$ cat src/logic/rl_csr_pkg.sv
// register map offsets, control bit positions, maxdest layout and AXI response enum
`default_nettype none

package rl_csr_pkg;

  localparam int RL_CSR_ADDR_W = 8;

  // control register
  localparam logic [RL_CSR_ADDR_W-1:0] RL_CSR_CTRL = 8'h00;
  localparam int RL_CTRL_ENABLE_BIT = 0;
  // write-only, reads back as zero
  localparam int RL_CTRL_CLEAR_BIT = 1;

  // per-kind blocks start here, one 16-byte block per kind
  localparam logic [RL_CSR_ADDR_W-1:0] RL_CSR_STATS_BASE = 8'h10;
  localparam int RL_CSR_KIND_LSB = 4;

  // register offsets inside one kind block
  localparam logic [3:0] RL_CSR_COUNT_OFS   = 4'h0;
  localparam logic [3:0] RL_CSR_SUM_OFS     = 4'h4;
  localparam logic [3:0] RL_CSR_MAX_OFS     = 4'h8;
  localparam logic [3:0] RL_CSR_MAXDEST_OFS = 4'hC;

  // maxdest packs x in 15:8 and y in 7:0
  localparam int RL_MAXDEST_X_LSB = 8;
  localparam int RL_MAXDEST_Y_LSB = 0;

  typedef enum logic [1:0] {
    RL_AXI_OKAY   = 2'b00,
    RL_AXI_SLVERR = 2'b10
  } rl_axi_resp_e;

endpackage

`default_nettype wire

$ cat src/logic/rl_noc_pkg.sv
// network-side enums for request opcode, return packet type and load kind, plus kind count
`default_nettype none

package rl_noc_pkg;

  // opcode of an outgoing network request
  typedef enum logic [1:0] {
    RL_OP_LOAD  = 2'd0,
    RL_OP_STORE = 2'd1,
    RL_OP_AMO   = 2'd2
  } rl_op_e;

  // type of a returning response packet
  typedef enum logic [1:0] {
    RL_RET_INT_WB   = 2'd0,
    RL_RET_FLOAT_WB = 2'd1,
    RL_RET_IFETCH   = 2'd2,
    RL_RET_CREDIT   = 2'd3
  } rl_ret_e;

  // profiled load kinds, also the index into the statistics arrays
  typedef enum logic [1:0] {
    RL_KIND_INT    = 2'd0,
    RL_KIND_FLOAT  = 2'd1,
    RL_KIND_ICACHE = 2'd2
  } rl_kind_e;

  // number of kinds that keep their own statistics
  localparam int RL_NUM_KINDS = 3;

endpackage

`default_nettype wire

$ cat src/logic/rl_sample_if.sv
// completed-load sample interface between tracker and statistics, with modports
`default_nettype none

interface rl_sample_if
  import rl_noc_pkg::*;
#(
  parameter int X_W   = 8,
  parameter int Y_W   = 8,
  parameter int LAT_W = 16
) ();

  logic             valid;
  rl_kind_e         kind;
  logic [LAT_W-1:0] latency;
  logic [X_W-1:0]   dest_x;
  logic [Y_W-1:0]   dest_y;

  modport producer (output valid, output kind, output latency, output dest_x, output dest_y);

  // no ready, one sample per cycle is always taken
  modport consumer (input valid, input kind, input latency, input dest_x, input dest_y);

endinterface

`default_nettype wire

$ cat src/logic/rl_axil_csr.sv
// AXI4-Lite slave: control register with enable and clear, read access to the statistics
`default_nettype none

module rl_axil_csr
  import rl_noc_pkg::*;
  import rl_csr_pkg::*;
(
  input  logic                     clk_i,
  input  logic                     reset_i,

  input  logic                     awvalid_i,
  output logic                     awready_o,
  input  logic [RL_CSR_ADDR_W-1:0] awaddr_i,
  input  logic                     wvalid_i,
  output logic                     wready_o,
  input  logic [31:0]              wdata_i,
  input  logic [3:0]               wstrb_i,
  output logic                     bvalid_o,
  input  logic                     bready_i,
  output rl_axi_resp_e             bresp_o,

  input  logic                     arvalid_i,
  output logic                     arready_o,
  input  logic [RL_CSR_ADDR_W-1:0] araddr_i,
  output logic                     rvalid_o,
  input  logic                     rready_i,
  output logic [31:0]              rdata_o,
  output rl_axi_resp_e             rresp_o,

  output logic                     enable_o,
  output logic                     clear_o,
  output rl_kind_e                 rd_kind_o,
  input  logic [31:0]              count_i,
  input  logic [31:0]              sum_i,
  input  logic [31:0]              max_i,
  input  logic [31:0]              maxdest_i
);

  logic         enable_r;
  logic         clear_r;
  logic         bvalid_r;
  rl_axi_resp_e bresp_r;
  logic         rvalid_r;
  logic [31:0]  rdata_r;
  rl_axi_resp_e rresp_r;

  logic                     wr_fire;
  logic                     wr_ctrl;
  logic                     rd_fire;
  logic [RL_CSR_ADDR_W-1:0] rd_ofs;
  logic [31:0]              rd_data;
  rl_axi_resp_e             rd_resp;

  // word-aligned register inside one of the per-kind blocks
  function automatic logic is_stat_addr(input logic [RL_CSR_ADDR_W-1:0] addr);
    logic [RL_CSR_ADDR_W-1:0] ofs;
    ofs = addr - RL_CSR_STATS_BASE;
    return (addr >= RL_CSR_STATS_BASE) &&
           (int'(ofs[RL_CSR_ADDR_W-1:RL_CSR_KIND_LSB]) < RL_NUM_KINDS) &&
           (ofs[1:0] == 2'b00);
  endfunction

  // write channel, address and data must arrive together
  assign awready_o = !bvalid_r;
  assign wready_o  = !bvalid_r;
  assign wr_fire   = awvalid_i && wvalid_i && !bvalid_r;
  assign wr_ctrl   = wr_fire && (awaddr_i == RL_CSR_CTRL) && wstrb_i[0];

  always_ff @(posedge clk_i) begin
    if (reset_i) begin
      bvalid_r <= 1'b0;
      enable_r <= 1'b0;
      clear_r  <= 1'b0;
    end else begin
      if (wr_fire) begin
        bvalid_r <= 1'b1;
      end else if (bready_i) begin
        bvalid_r <= 1'b0;
      end
      if (wr_ctrl) begin
        enable_r <= wdata_i[RL_CTRL_ENABLE_BIT];
      end
      // one-cycle pulse, high while the write response is out
      clear_r <= wr_ctrl && wdata_i[RL_CTRL_CLEAR_BIT];
    end
  end

  // statistics are read-only, writes there are ignored but still OKAY
  always_ff @(posedge clk_i) begin
    if (wr_fire) begin
      if ((awaddr_i == RL_CSR_CTRL) || is_stat_addr(awaddr_i)) begin
        bresp_r <= RL_AXI_OKAY;
      end else begin
        bresp_r <= RL_AXI_SLVERR;
      end
    end
  end

  // read channel
  assign arready_o = !rvalid_r;
  assign rd_fire   = arvalid_i && !rvalid_r;
  assign rd_ofs    = araddr_i - RL_CSR_STATS_BASE;
  assign rd_kind_o = rl_kind_e'(rd_ofs[RL_CSR_KIND_LSB +: $bits(rl_kind_e)]);

  always_comb begin
    rd_data = '0;
    rd_resp = RL_AXI_OKAY;
    if (araddr_i == RL_CSR_CTRL) begin
      rd_data[RL_CTRL_ENABLE_BIT] = enable_r;
    end else if (is_stat_addr(araddr_i)) begin
      case (rd_ofs[RL_CSR_KIND_LSB-1:0])
        RL_CSR_COUNT_OFS:   rd_data = count_i;
        RL_CSR_SUM_OFS:     rd_data = sum_i;
        RL_CSR_MAX_OFS:     rd_data = max_i;
        RL_CSR_MAXDEST_OFS: rd_data = maxdest_i;
        default:            rd_data = '0;
      endcase
    end else begin
      rd_resp = RL_AXI_SLVERR;
    end
  end

  always_ff @(posedge clk_i) begin
    if (reset_i) begin
      rvalid_r <= 1'b0;
    end else if (rd_fire) begin
      rvalid_r <= 1'b1;
    end else if (rready_i) begin
      rvalid_r <= 1'b0;
    end
  end

  // captured at the AR handshake so data stays fixed while the master stalls
  always_ff @(posedge clk_i) begin
    if (rd_fire) begin
      rdata_r <= rd_data;
      rresp_r <= rd_resp;
    end
  end

  assign bvalid_o = bvalid_r;
  assign bresp_o  = bresp_r;
  assign rvalid_o = rvalid_r;
  assign rdata_o  = rdata_r;
  assign rresp_o  = rresp_r;
  assign enable_o = enable_r;
  assign clear_o  = clear_r;

endmodule

`default_nettype wire

$ cat src/logic/rl_latency_stats.sv
// per-kind latency statistics: count, sum, maximum and destination of the maximum, with clear
`default_nettype none

module rl_latency_stats
  import rl_noc_pkg::*;
  import rl_csr_pkg::*;
#(
  parameter int X_W   = 8,
  parameter int Y_W   = 8,
  parameter int LAT_W = 16
) (
  input  logic         clk_i,
  input  logic         reset_i,
  input  logic         clear_i,

  rl_sample_if.consumer sample_i,

  input  rl_kind_e     rd_kind_i,
  output logic [31:0]  count_o,
  output logic [31:0]  sum_o,
  output logic [31:0]  max_o,
  output logic [31:0]  maxdest_o
);

  logic [31:0]      count_r [RL_NUM_KINDS];
  logic [31:0]      sum_r [RL_NUM_KINDS];
  logic [LAT_W-1:0] max_r [RL_NUM_KINDS];
  logic [X_W-1:0]   max_x_r [RL_NUM_KINDS];
  logic [Y_W-1:0]   max_y_r [RL_NUM_KINDS];

  logic [1:0] smp_idx;
  logic       smp_ok;
  logic [1:0] rd_idx;
  logic       rd_ok;

  assign smp_idx = sample_i.kind;
  assign smp_ok  = sample_i.valid && (int'(smp_idx) < RL_NUM_KINDS);

  // clear wins over a sample landing in the same cycle
  always_ff @(posedge clk_i) begin
    if (reset_i || clear_i) begin
      for (int k = 0; k < RL_NUM_KINDS; k++) begin
        count_r[k] <= '0;
        sum_r[k]   <= '0;
        max_r[k]   <= '0;
        max_x_r[k] <= '0;
        max_y_r[k] <= '0;
      end
    end else if (smp_ok) begin
      count_r[smp_idx] <= count_r[smp_idx] + 32'd1;
      sum_r[smp_idx]   <= sum_r[smp_idx] + 32'(sample_i.latency);
      // strictly greater, ties keep the earlier destination
      if (sample_i.latency > max_r[smp_idx]) begin
        max_r[smp_idx]   <= sample_i.latency;
        max_x_r[smp_idx] <= sample_i.dest_x;
        max_y_r[smp_idx] <= sample_i.dest_y;
      end
    end
  end

  assign rd_idx = rd_kind_i;
  assign rd_ok  = int'(rd_idx) < RL_NUM_KINDS;

  // selected kind, presented combinationally to the register slave
  always_comb begin
    count_o   = '0;
    sum_o     = '0;
    max_o     = '0;
    maxdest_o = '0;
    if (rd_ok) begin
      count_o                              = count_r[rd_idx];
      sum_o                                = sum_r[rd_idx];
      max_o[LAT_W-1:0]                     = max_r[rd_idx];
      maxdest_o[RL_MAXDEST_X_LSB +: X_W]   = max_x_r[rd_idx];
      maxdest_o[RL_MAXDEST_Y_LSB +: Y_W]   = max_y_r[rd_idx];
    end
  end

endmodule

`default_nettype wire

$ cat src/logic/rl_launch_tracker.sv
// launch tracker: cycle counter, launch classification, start-cycle tables, latency on response
`default_nettype none

module rl_launch_tracker
  import rl_noc_pkg::*;
#(
  parameter int REG_ELS = 32,
  parameter int X_W     = 8,
  parameter int Y_W     = 8,
  parameter int LAT_W   = 16,
  localparam int REG_ID_W = $clog2(REG_ELS)
) (
  input  logic                clk_i,
  input  logic                reset_i,
  input  logic                enable_i,

  input  logic                launch_v_i,
  input  rl_op_e              launch_op_i,
  input  logic                launch_float_wb_i,
  input  logic                launch_icache_i,
  input  logic [REG_ID_W-1:0] launch_reg_id_i,
  input  logic [X_W-1:0]      launch_dest_x_i,
  input  logic [Y_W-1:0]      launch_dest_y_i,

  input  logic                ret_v_i,
  input  logic                ret_yumi_i,
  input  rl_ret_e             ret_type_i,
  input  logic [REG_ID_W-1:0] ret_reg_id_i,

  rl_sample_if.producer       sample_o
);

  localparam int CTR_W = 32;

  typedef struct packed {
    logic [CTR_W-1:0] start_cycle;
    logic [X_W-1:0]   dest_x;
    logic [Y_W-1:0]   dest_y;
  } entry_t;

  logic [CTR_W-1:0] ctr_r;

  entry_t int_tab_r [REG_ELS];
  entry_t float_tab_r [REG_ELS];
  entry_t icache_r;
  entry_t next_entry;

  logic is_load;
  logic int_v;
  logic float_v;
  logic icache_v;

  logic             ret_fire;
  logic             hit_v;
  rl_kind_e         hit_kind;
  entry_t           hit_entry;
  logic [CTR_W-1:0] elapsed;
  logic [LAT_W-1:0] lat_sat;

  // free-running, wraps at 32 bits which the subtraction tolerates
  always_ff @(posedge clk_i) begin
    if (reset_i) begin
      ctr_r <= '0;
    end else begin
      ctr_r <= ctr_r + 1'b1;
    end
  end

  // classification, amo always counts as an integer load
  assign is_load  = (launch_op_i == RL_OP_LOAD);
  assign int_v    = launch_v_i &&
                    ((is_load && !launch_icache_i && !launch_float_wb_i) ||
                     (launch_op_i == RL_OP_AMO));
  assign float_v  = launch_v_i && is_load && launch_float_wb_i;
  assign icache_v = launch_v_i && is_load && launch_icache_i;

  assign next_entry = '{start_cycle: ctr_r, dest_x: launch_dest_x_i, dest_y: launch_dest_y_i};

  // start cycles are recorded regardless of enable
  always_ff @(posedge clk_i) begin
    if (int_v) begin
      int_tab_r[launch_reg_id_i] <= next_entry;
    end
    if (float_v) begin
      float_tab_r[launch_reg_id_i] <= next_entry;
    end
    if (icache_v) begin
      icache_r <= next_entry;
    end
  end

  assign ret_fire = ret_v_i && ret_yumi_i;

  // entry lookup by return type, credits carry no load
  always_comb begin
    hit_v     = 1'b1;
    hit_kind  = RL_KIND_INT;
    hit_entry = int_tab_r[ret_reg_id_i];
    case (ret_type_i)
      RL_RET_INT_WB: begin
        hit_kind  = RL_KIND_INT;
        hit_entry = int_tab_r[ret_reg_id_i];
      end
      RL_RET_FLOAT_WB: begin
        hit_kind  = RL_KIND_FLOAT;
        hit_entry = float_tab_r[ret_reg_id_i];
      end
      RL_RET_IFETCH: begin
        hit_kind  = RL_KIND_ICACHE;
        hit_entry = icache_r;
      end
      default: begin
        hit_v = 1'b0;
      end
    endcase
  end

  assign elapsed = ctr_r - hit_entry.start_cycle;
  // saturate anything that does not fit in LAT_W
  assign lat_sat = (|elapsed[CTR_W-1:LAT_W]) ? {LAT_W{1'b1}} : elapsed[LAT_W-1:0];

  always_ff @(posedge clk_i) begin
    if (reset_i) begin
      sample_o.valid <= 1'b0;
    end else begin
      sample_o.valid <= ret_fire && hit_v && enable_i;
    end
  end

  always_ff @(posedge clk_i) begin
    if (ret_fire) begin
      sample_o.kind    <= hit_kind;
      sample_o.latency <= lat_sat;
      sample_o.dest_x  <= hit_entry.dest_x;
      sample_o.dest_y  <= hit_entry.dest_y;
    end
  end

endmodule

`default_nettype wire

$ cat src/logic/rl_profiler_top.sv
// profiler top level: launch tracker, latency statistics and AXI4-Lite register slave
`default_nettype none

module rl_profiler_top
  import rl_noc_pkg::*;
  import rl_csr_pkg::*;
#(
  parameter int REG_ELS = 32,
  parameter int X_W     = 8,
  parameter int Y_W     = 8,
  parameter int LAT_W   = 16,
  localparam int REG_ID_W = $clog2(REG_ELS)
) (
  input  logic                     clk_i,
  input  logic                     reset_i,

  // network observation
  input  logic                     launch_v_i,
  input  rl_op_e                   launch_op_i,
  input  logic                     launch_float_wb_i,
  input  logic                     launch_icache_i,
  input  logic [REG_ID_W-1:0]      launch_reg_id_i,
  input  logic [X_W-1:0]           launch_dest_x_i,
  input  logic [Y_W-1:0]           launch_dest_y_i,
  input  logic                     ret_v_i,
  input  logic                     ret_yumi_i,
  input  rl_ret_e                  ret_type_i,
  input  logic [REG_ID_W-1:0]      ret_reg_id_i,

  // host AXI4-Lite
  input  logic                     awvalid_i,
  output logic                     awready_o,
  input  logic [RL_CSR_ADDR_W-1:0] awaddr_i,
  input  logic                     wvalid_i,
  output logic                     wready_o,
  input  logic [31:0]              wdata_i,
  input  logic [3:0]               wstrb_i,
  output logic                     bvalid_o,
  input  logic                     bready_i,
  output rl_axi_resp_e             bresp_o,
  input  logic                     arvalid_i,
  output logic                     arready_o,
  input  logic [RL_CSR_ADDR_W-1:0] araddr_i,
  output logic                     rvalid_o,
  input  logic                     rready_i,
  output logic [31:0]              rdata_o,
  output rl_axi_resp_e             rresp_o
);

  logic        enable;
  logic        clear;
  rl_kind_e    rd_kind;
  logic [31:0] count;
  logic [31:0] sum;
  logic [31:0] max;
  logic [31:0] maxdest;

  rl_sample_if #(.X_W(X_W), .Y_W(Y_W), .LAT_W(LAT_W)) sample_if ();

  rl_launch_tracker #(
    .REG_ELS(REG_ELS), .X_W(X_W), .Y_W(Y_W), .LAT_W(LAT_W)
  ) u_tracker (
    .clk_i, .reset_i, .enable_i(enable),
    .launch_v_i, .launch_op_i, .launch_float_wb_i, .launch_icache_i,
    .launch_reg_id_i, .launch_dest_x_i, .launch_dest_y_i,
    .ret_v_i, .ret_yumi_i, .ret_type_i, .ret_reg_id_i,
    .sample_o(sample_if.producer)
  );

  rl_latency_stats #(.X_W(X_W), .Y_W(Y_W), .LAT_W(LAT_W)) u_stats (
    .clk_i, .reset_i, .clear_i(clear),
    .sample_i(sample_if.consumer),
    .rd_kind_i(rd_kind),
    .count_o(count), .sum_o(sum), .max_o(max), .maxdest_o(maxdest)
  );

  rl_axil_csr u_csr (
    .clk_i, .reset_i,
    .awvalid_i, .awready_o, .awaddr_i, .wvalid_i, .wready_o, .wdata_i, .wstrb_i,
    .bvalid_o, .bready_i, .bresp_o,
    .arvalid_i, .arready_o, .araddr_i, .rvalid_o, .rready_i, .rdata_o, .rresp_o,
    .enable_o(enable), .clear_o(clear), .rd_kind_o(rd_kind),
    .count_i(count), .sum_i(sum), .max_i(max), .maxdest_i(maxdest)
  );

endmodule

`default_nettype wire

$ cat config.mk
export PLATFORM = sky130hd
export DESIGN_NAME = rl_profiler_top
export DESIGN_NICKNAME = d
export VERILOG_FILES = /design/src/logic/rl_csr_pkg.sv /design/src/logic/rl_noc_pkg.sv /design/src/logic/rl_sample_if.sv /design/src/logic/rl_axil_csr.sv /design/src/logic/rl_latency_stats.sv /design/src/logic/rl_launch_tracker.sv /design/src/logic/rl_profiler_top.sv
export SDC_FILE = /design/constraint.sdc
export NUM_CORES = 2
export LEC_CHECK = 0
export ABC_AREA = 1
export BUFFER_PORTS_ARGS = -buffer_cell sky130_fd_sc_hd__buf_4
export CORE_ASPECT_RATIO = 0.8
export CORE_MARGIN = 2
export CORE_UTILIZATION = 45
export CTS_BUF_LIST = sky130_fd_sc_hd__clkbuf_16
export DETAILED_ROUTE_END_ITERATION = 16
export SLEW_MARGIN = 10
export SYNTH_ARGS = -nofsm -noshare
export SYNTH_HDL_FRONTEND = slang
export SYNTH_SLANG_ARGS = --single-unit
$ cat constraint.sdc
create_clock -name clk_i -period 11.7 [get_ports clk_i]
set_input_delay 1.17 -clock clk_i [delete_from_list [all_inputs] [get_ports clk_i]]
set_output_delay 1.17 -clock clk_i [all_outputs]
set_load 0.02 [all_outputs]
==> reports/qor.txt <==
========================================================================================
Port-buffer cells                                                                     99
Cells after Synth                                                                  12500
Max-Slew Margin vs Limit                                                          0.0970
Ordered list of cells on the worst path                                     buf_8, inv_8, buf_12, o21ai_0, o22ai_1, nand2_1, a21oi_1, o31ai_1, o21ai_0, nand2_1, ha_1, nand2_1, nor2_1, nand2_1, nand3_1, nand2_1, nand2_1, nand3_1, nand4_1, nand2_1, inv_1, nand2_1, nor2_1, nand4_1
Crit path kind                                                                    in2reg
Final-layout worst hold slack                                                   0.445 ns
Launching element type of the critical path                                    input pin
Router iterations before antenna repair                                                6
Tot Pwr                                                                          27.8 mW
Cell area after technology mapping                                            150000 um2
Final weighted congestion in routability-driven placement                          0.858
Root buf cell                                                                  clkbuf_16
Number of endpoints failing setup at the final stage                                   0
Startpoint of the lowest-slack hold path                                    u_tracker.sample_o.dest_x[5]$_DFFE_PP_
Predominant post-synthesis flop cell                                            edfxtp_1
Cell repeated most along the worst path                                          nand2_1
Net count of the finished layout                                                   12600
Number of cells traversed by the worst register-to-register path                      19
DRT Wirelength                                                                 468000 um
Top cells by area in the synthesized netlist                                edfxtp_1 72%, o21ai_0 7.1%, nor2_1 6.1%
Crit path capture type                                                          register
Pin count of the biggest net entering global routing                                 227
Measured slew at the worst slew-check pin                                        1.34 ns
Clock Skews                                                                    0.0868 ns
Post-CTS Setup Bufs                                                                    0
Register-to-Register Setup Slack                                                 5.95 ns
Capturing point of the worst reg2reg path                                   u_tracker.sample_o.latency[15]$_SDFFCE_PP1P_
Critical Path RT                                                                12.26 ns
Result of the run                                                           complete, no violations
Number of antenna violations at the first check in global routing                     26
# DRC                                                                                  0
Number of clock buffers inserted by TritonCTS                                        362
Detailed-placement wirelength estimate                                         244000 um
Number of unique standard cell types used by synthesis                                62
Portion of the clock cycle consumed by the worst path in the final layout          0.667
Crit path from                                                              ret_reg_id_i[0]
Crit Reg-Reg Startpoint                                                     u_tracker.float_tab_r[7][25]$_DFFE_PP_
Hold path depth                                                                        0
Chip width                                                                        649 um
I/O pin total                                                                        135
Via count of the first global-routing pass                                         99200
RSZ-0062 raised after global routing                                               false
Flip-flop and latch count after synthesis                                           3611
CTS max path bufs                                                                      4
Highest-delay cell along the critical path                                       o21ai_0
Mean number of vias per cell                                                        6.09
Average routed wire per standard cell                                            27.3 um
End point of the most critical hold path                                    u_stats.max_x_r[3][5]$_DFFE_PP_
Number of enable flip-flop cells after synthesis                                    3572
Max stage delay on crit path                                                     0.90 ns
Clock H-tree levels                                                                    5
Pwr dens                                                                      166 nW/um2
Source-to-sink clock delay at the later pin of the worst-skew pair               0.94 ns
Clock period minus final worst setup slack                                       7.81 ns
Largest fanout of any net on the critical path                                       226
Count of clock tree sinks                                                           3611
Vias                                                                              104000
Yosys top cell by area                                                          edfxtp_1
Hold buffer count at CTS                                                               0
Summed negative setup slack over all endpoints                                      0 ns
Number of cells upsized or downsized after cts                                         0
Core footprint                                                                332000 um2
Peak supply drop                                                                0.140 mV
Total number of placement rows                                                       189
Starting DRC count in detailed routing                                             14500
Clock tree from TritonCTS                                                            yes
Class of the tightest hold or removal check                                      reg2reg
Die Outline Area                                                              338000 um2
Global-route wire length before repair                                         670000 um
Max-capacitance violation count                                                        0
Height of the die                                                                 520 um
Peak Freq                                                                      0.128 GHz
Total routing usage reported by global routing                                     0.268
Max-slew violations                                                                    0
Top cell type's share of synthesized area                                          0.715
Yosys synthesis warning count                                                          0
Layout overhead on the synthesized area                                            11.6%
Worst endpoint data arrival time                                                 8.37 ns
Antenna-violating nets left                                                            0
Proportion of synthesized chip area in sequential cells                            0.721
Starting utilization of the core area                                              0.452
Fraction of registers with async set or reset after synthesis                          0
Final Hold Viols                                                                       0
Synthesized area per cell                                                       12.0 um2
Static leakage                                                                   58.4 nW
GR Overflow Total                                                                      0
Share of post-route cells with drive strength above 1                             0.0817
CTS clk-pin slew, worst paths                                                    0.06 ns
========================================================================================
## Yosys cell counts, types with 9 or more instances
master,n
nor2_2,14
a41oi_1,15
buf_6,13
a21oi_1,260
a211oi_1,9
a2bb2oi_1,17
buf_1,53
xnor2_1,35
nand4_1,50
a311oi_1,11
a31oi_1,10
nand3_1,308
o21ai_0,2127
buf_2,171
o221ai_1,71
o21a_1,11
o211ai_1,16
buf_4,52
o32ai_1,11
ha_1,71
o22ai_1,846
a32oi_1,11
inv_1,347
dfxtp_1,39
clkbuf_1,551
inv_2,17
edfxtp_1,3572
nand2_1,1131
nor2_1,2437
nor4_1,12
xor2_1,22
o31ai_1,13
nor3_1,40
## how the worst max path moves through the flow
stage                                                   end  slack (ns)
2_1_floorplan   u_tracker.sample_o.latency[5]$_SDFFCE_PP1P_        6.69
3_3_place_gp    u_tracker.sample_o.latency[0]$_SDFFCE_PP1P_        3.40
3_5_place_dp   u_tracker.sample_o.latency[15]$_SDFFCE_PP1P_        3.28
4_1_cts         u_tracker.sample_o.latency[1]$_SDFFCE_PP1P_        4.20
5_1_grt        u_tracker.sample_o.latency[15]$_SDFFCE_PP1P_        3.57
6_report       u_tracker.sample_o.latency[15]$_SDFFCE_PP1P_        3.89
## layout by cell type (no fill, tap or decap), drive strengths merged, types with 15 or more instances in the layout
cell type	synthesis	layout
o221ai	71	71
xnor2	35	35
a21oi	260	260
ha	71	71
xor2	26	26
nand3	312	312
a2bb2oi	17	17
o211ai	16	16
buf	293	358
o22ai	846	846
inv	365	431
nand2	1138	1138
a41oi	15	15
conb	1	98
clkinv	2	169
bufinv	0	37
edfxtp	3572	3572
o21ai	2132	2132
a32oi	18	18
nand4	50	50
nor2	2454	2454
clkbuf	551	369
nor3	46	46
dfxtp	39	39
## cell families after synthesis
group	Yosys count	synth area share
xor gates and xnor gates	61	0.00376
buffers and inverters	1211	0.0340
DFF	3611	0.721
and+or+nand+nor	4045	0.107
other	1	0.0000250
adders and majority gates	73	0.00619
AOI/OAI and AO/OA	3472	0.129
## registers in the layout (all words and copies together), names as in the netlist, 48 cells and up, named ones only
name,count
u_stats.sum_r,128
u_tracker.int_tab_r,1536
u_stats.max_r,64
u_tracker.icache_r,48
u_tracker.float_tab_r,1536
u_stats.count_r,128
## layout make-up
class / instances / area, um2
clock inverter: 279 / 2310
sequential: 3611 / 108000
multi-input combinational: 7749 / 37700
fill: 28200 / 164000
inverter: 367 / 1420
clock buffer: 369 / 9230
timing repair buffer: 358 / 2950
tap: 4393 / 5500
antenna: 11 / 27.5
## through the flow
stage / util / std cells / cell area (um2) / worst slack, ns
floorplan: - / 12600 / 150000 / 6.69
global placement: 0.470 / 16500 / 156000 / 3.40
detailed placement: 0.470 / 16500 / 156000 / 3.28
CTS: 0.504 / 17100 / 167000 / 4.20
global route: 0.504 / 17100 / 167000 / 3.57
finish: 0.505 / 17100 / 167000 / 3.89
## power breakdown
part	switching (mW)	total, mW	internal [mW]
combinational	1.53	2.07	0.546
clock	4.91	11.4	6.53
sequential	0.0520	14.3	14.2
## critical path: cells and delay by family
kind	cells	cell delay [ns]
and+or+nand+nor	14	2.85
buffers and inverters	4	1.70
AOI/OAI and AO/OA	5	1.64
adders and majority gates	1	0.51
## layer usage
metal  global-route usage  vias up  wire length (um)
met5                    0        -               151
met4               0.0903       22             15700
met3               0.0554      870             51300
met2                0.411     5738            207000
met1                0.383    52300            193000
li1                     -    45500                 -
Power figures use the tool's default switching activity.
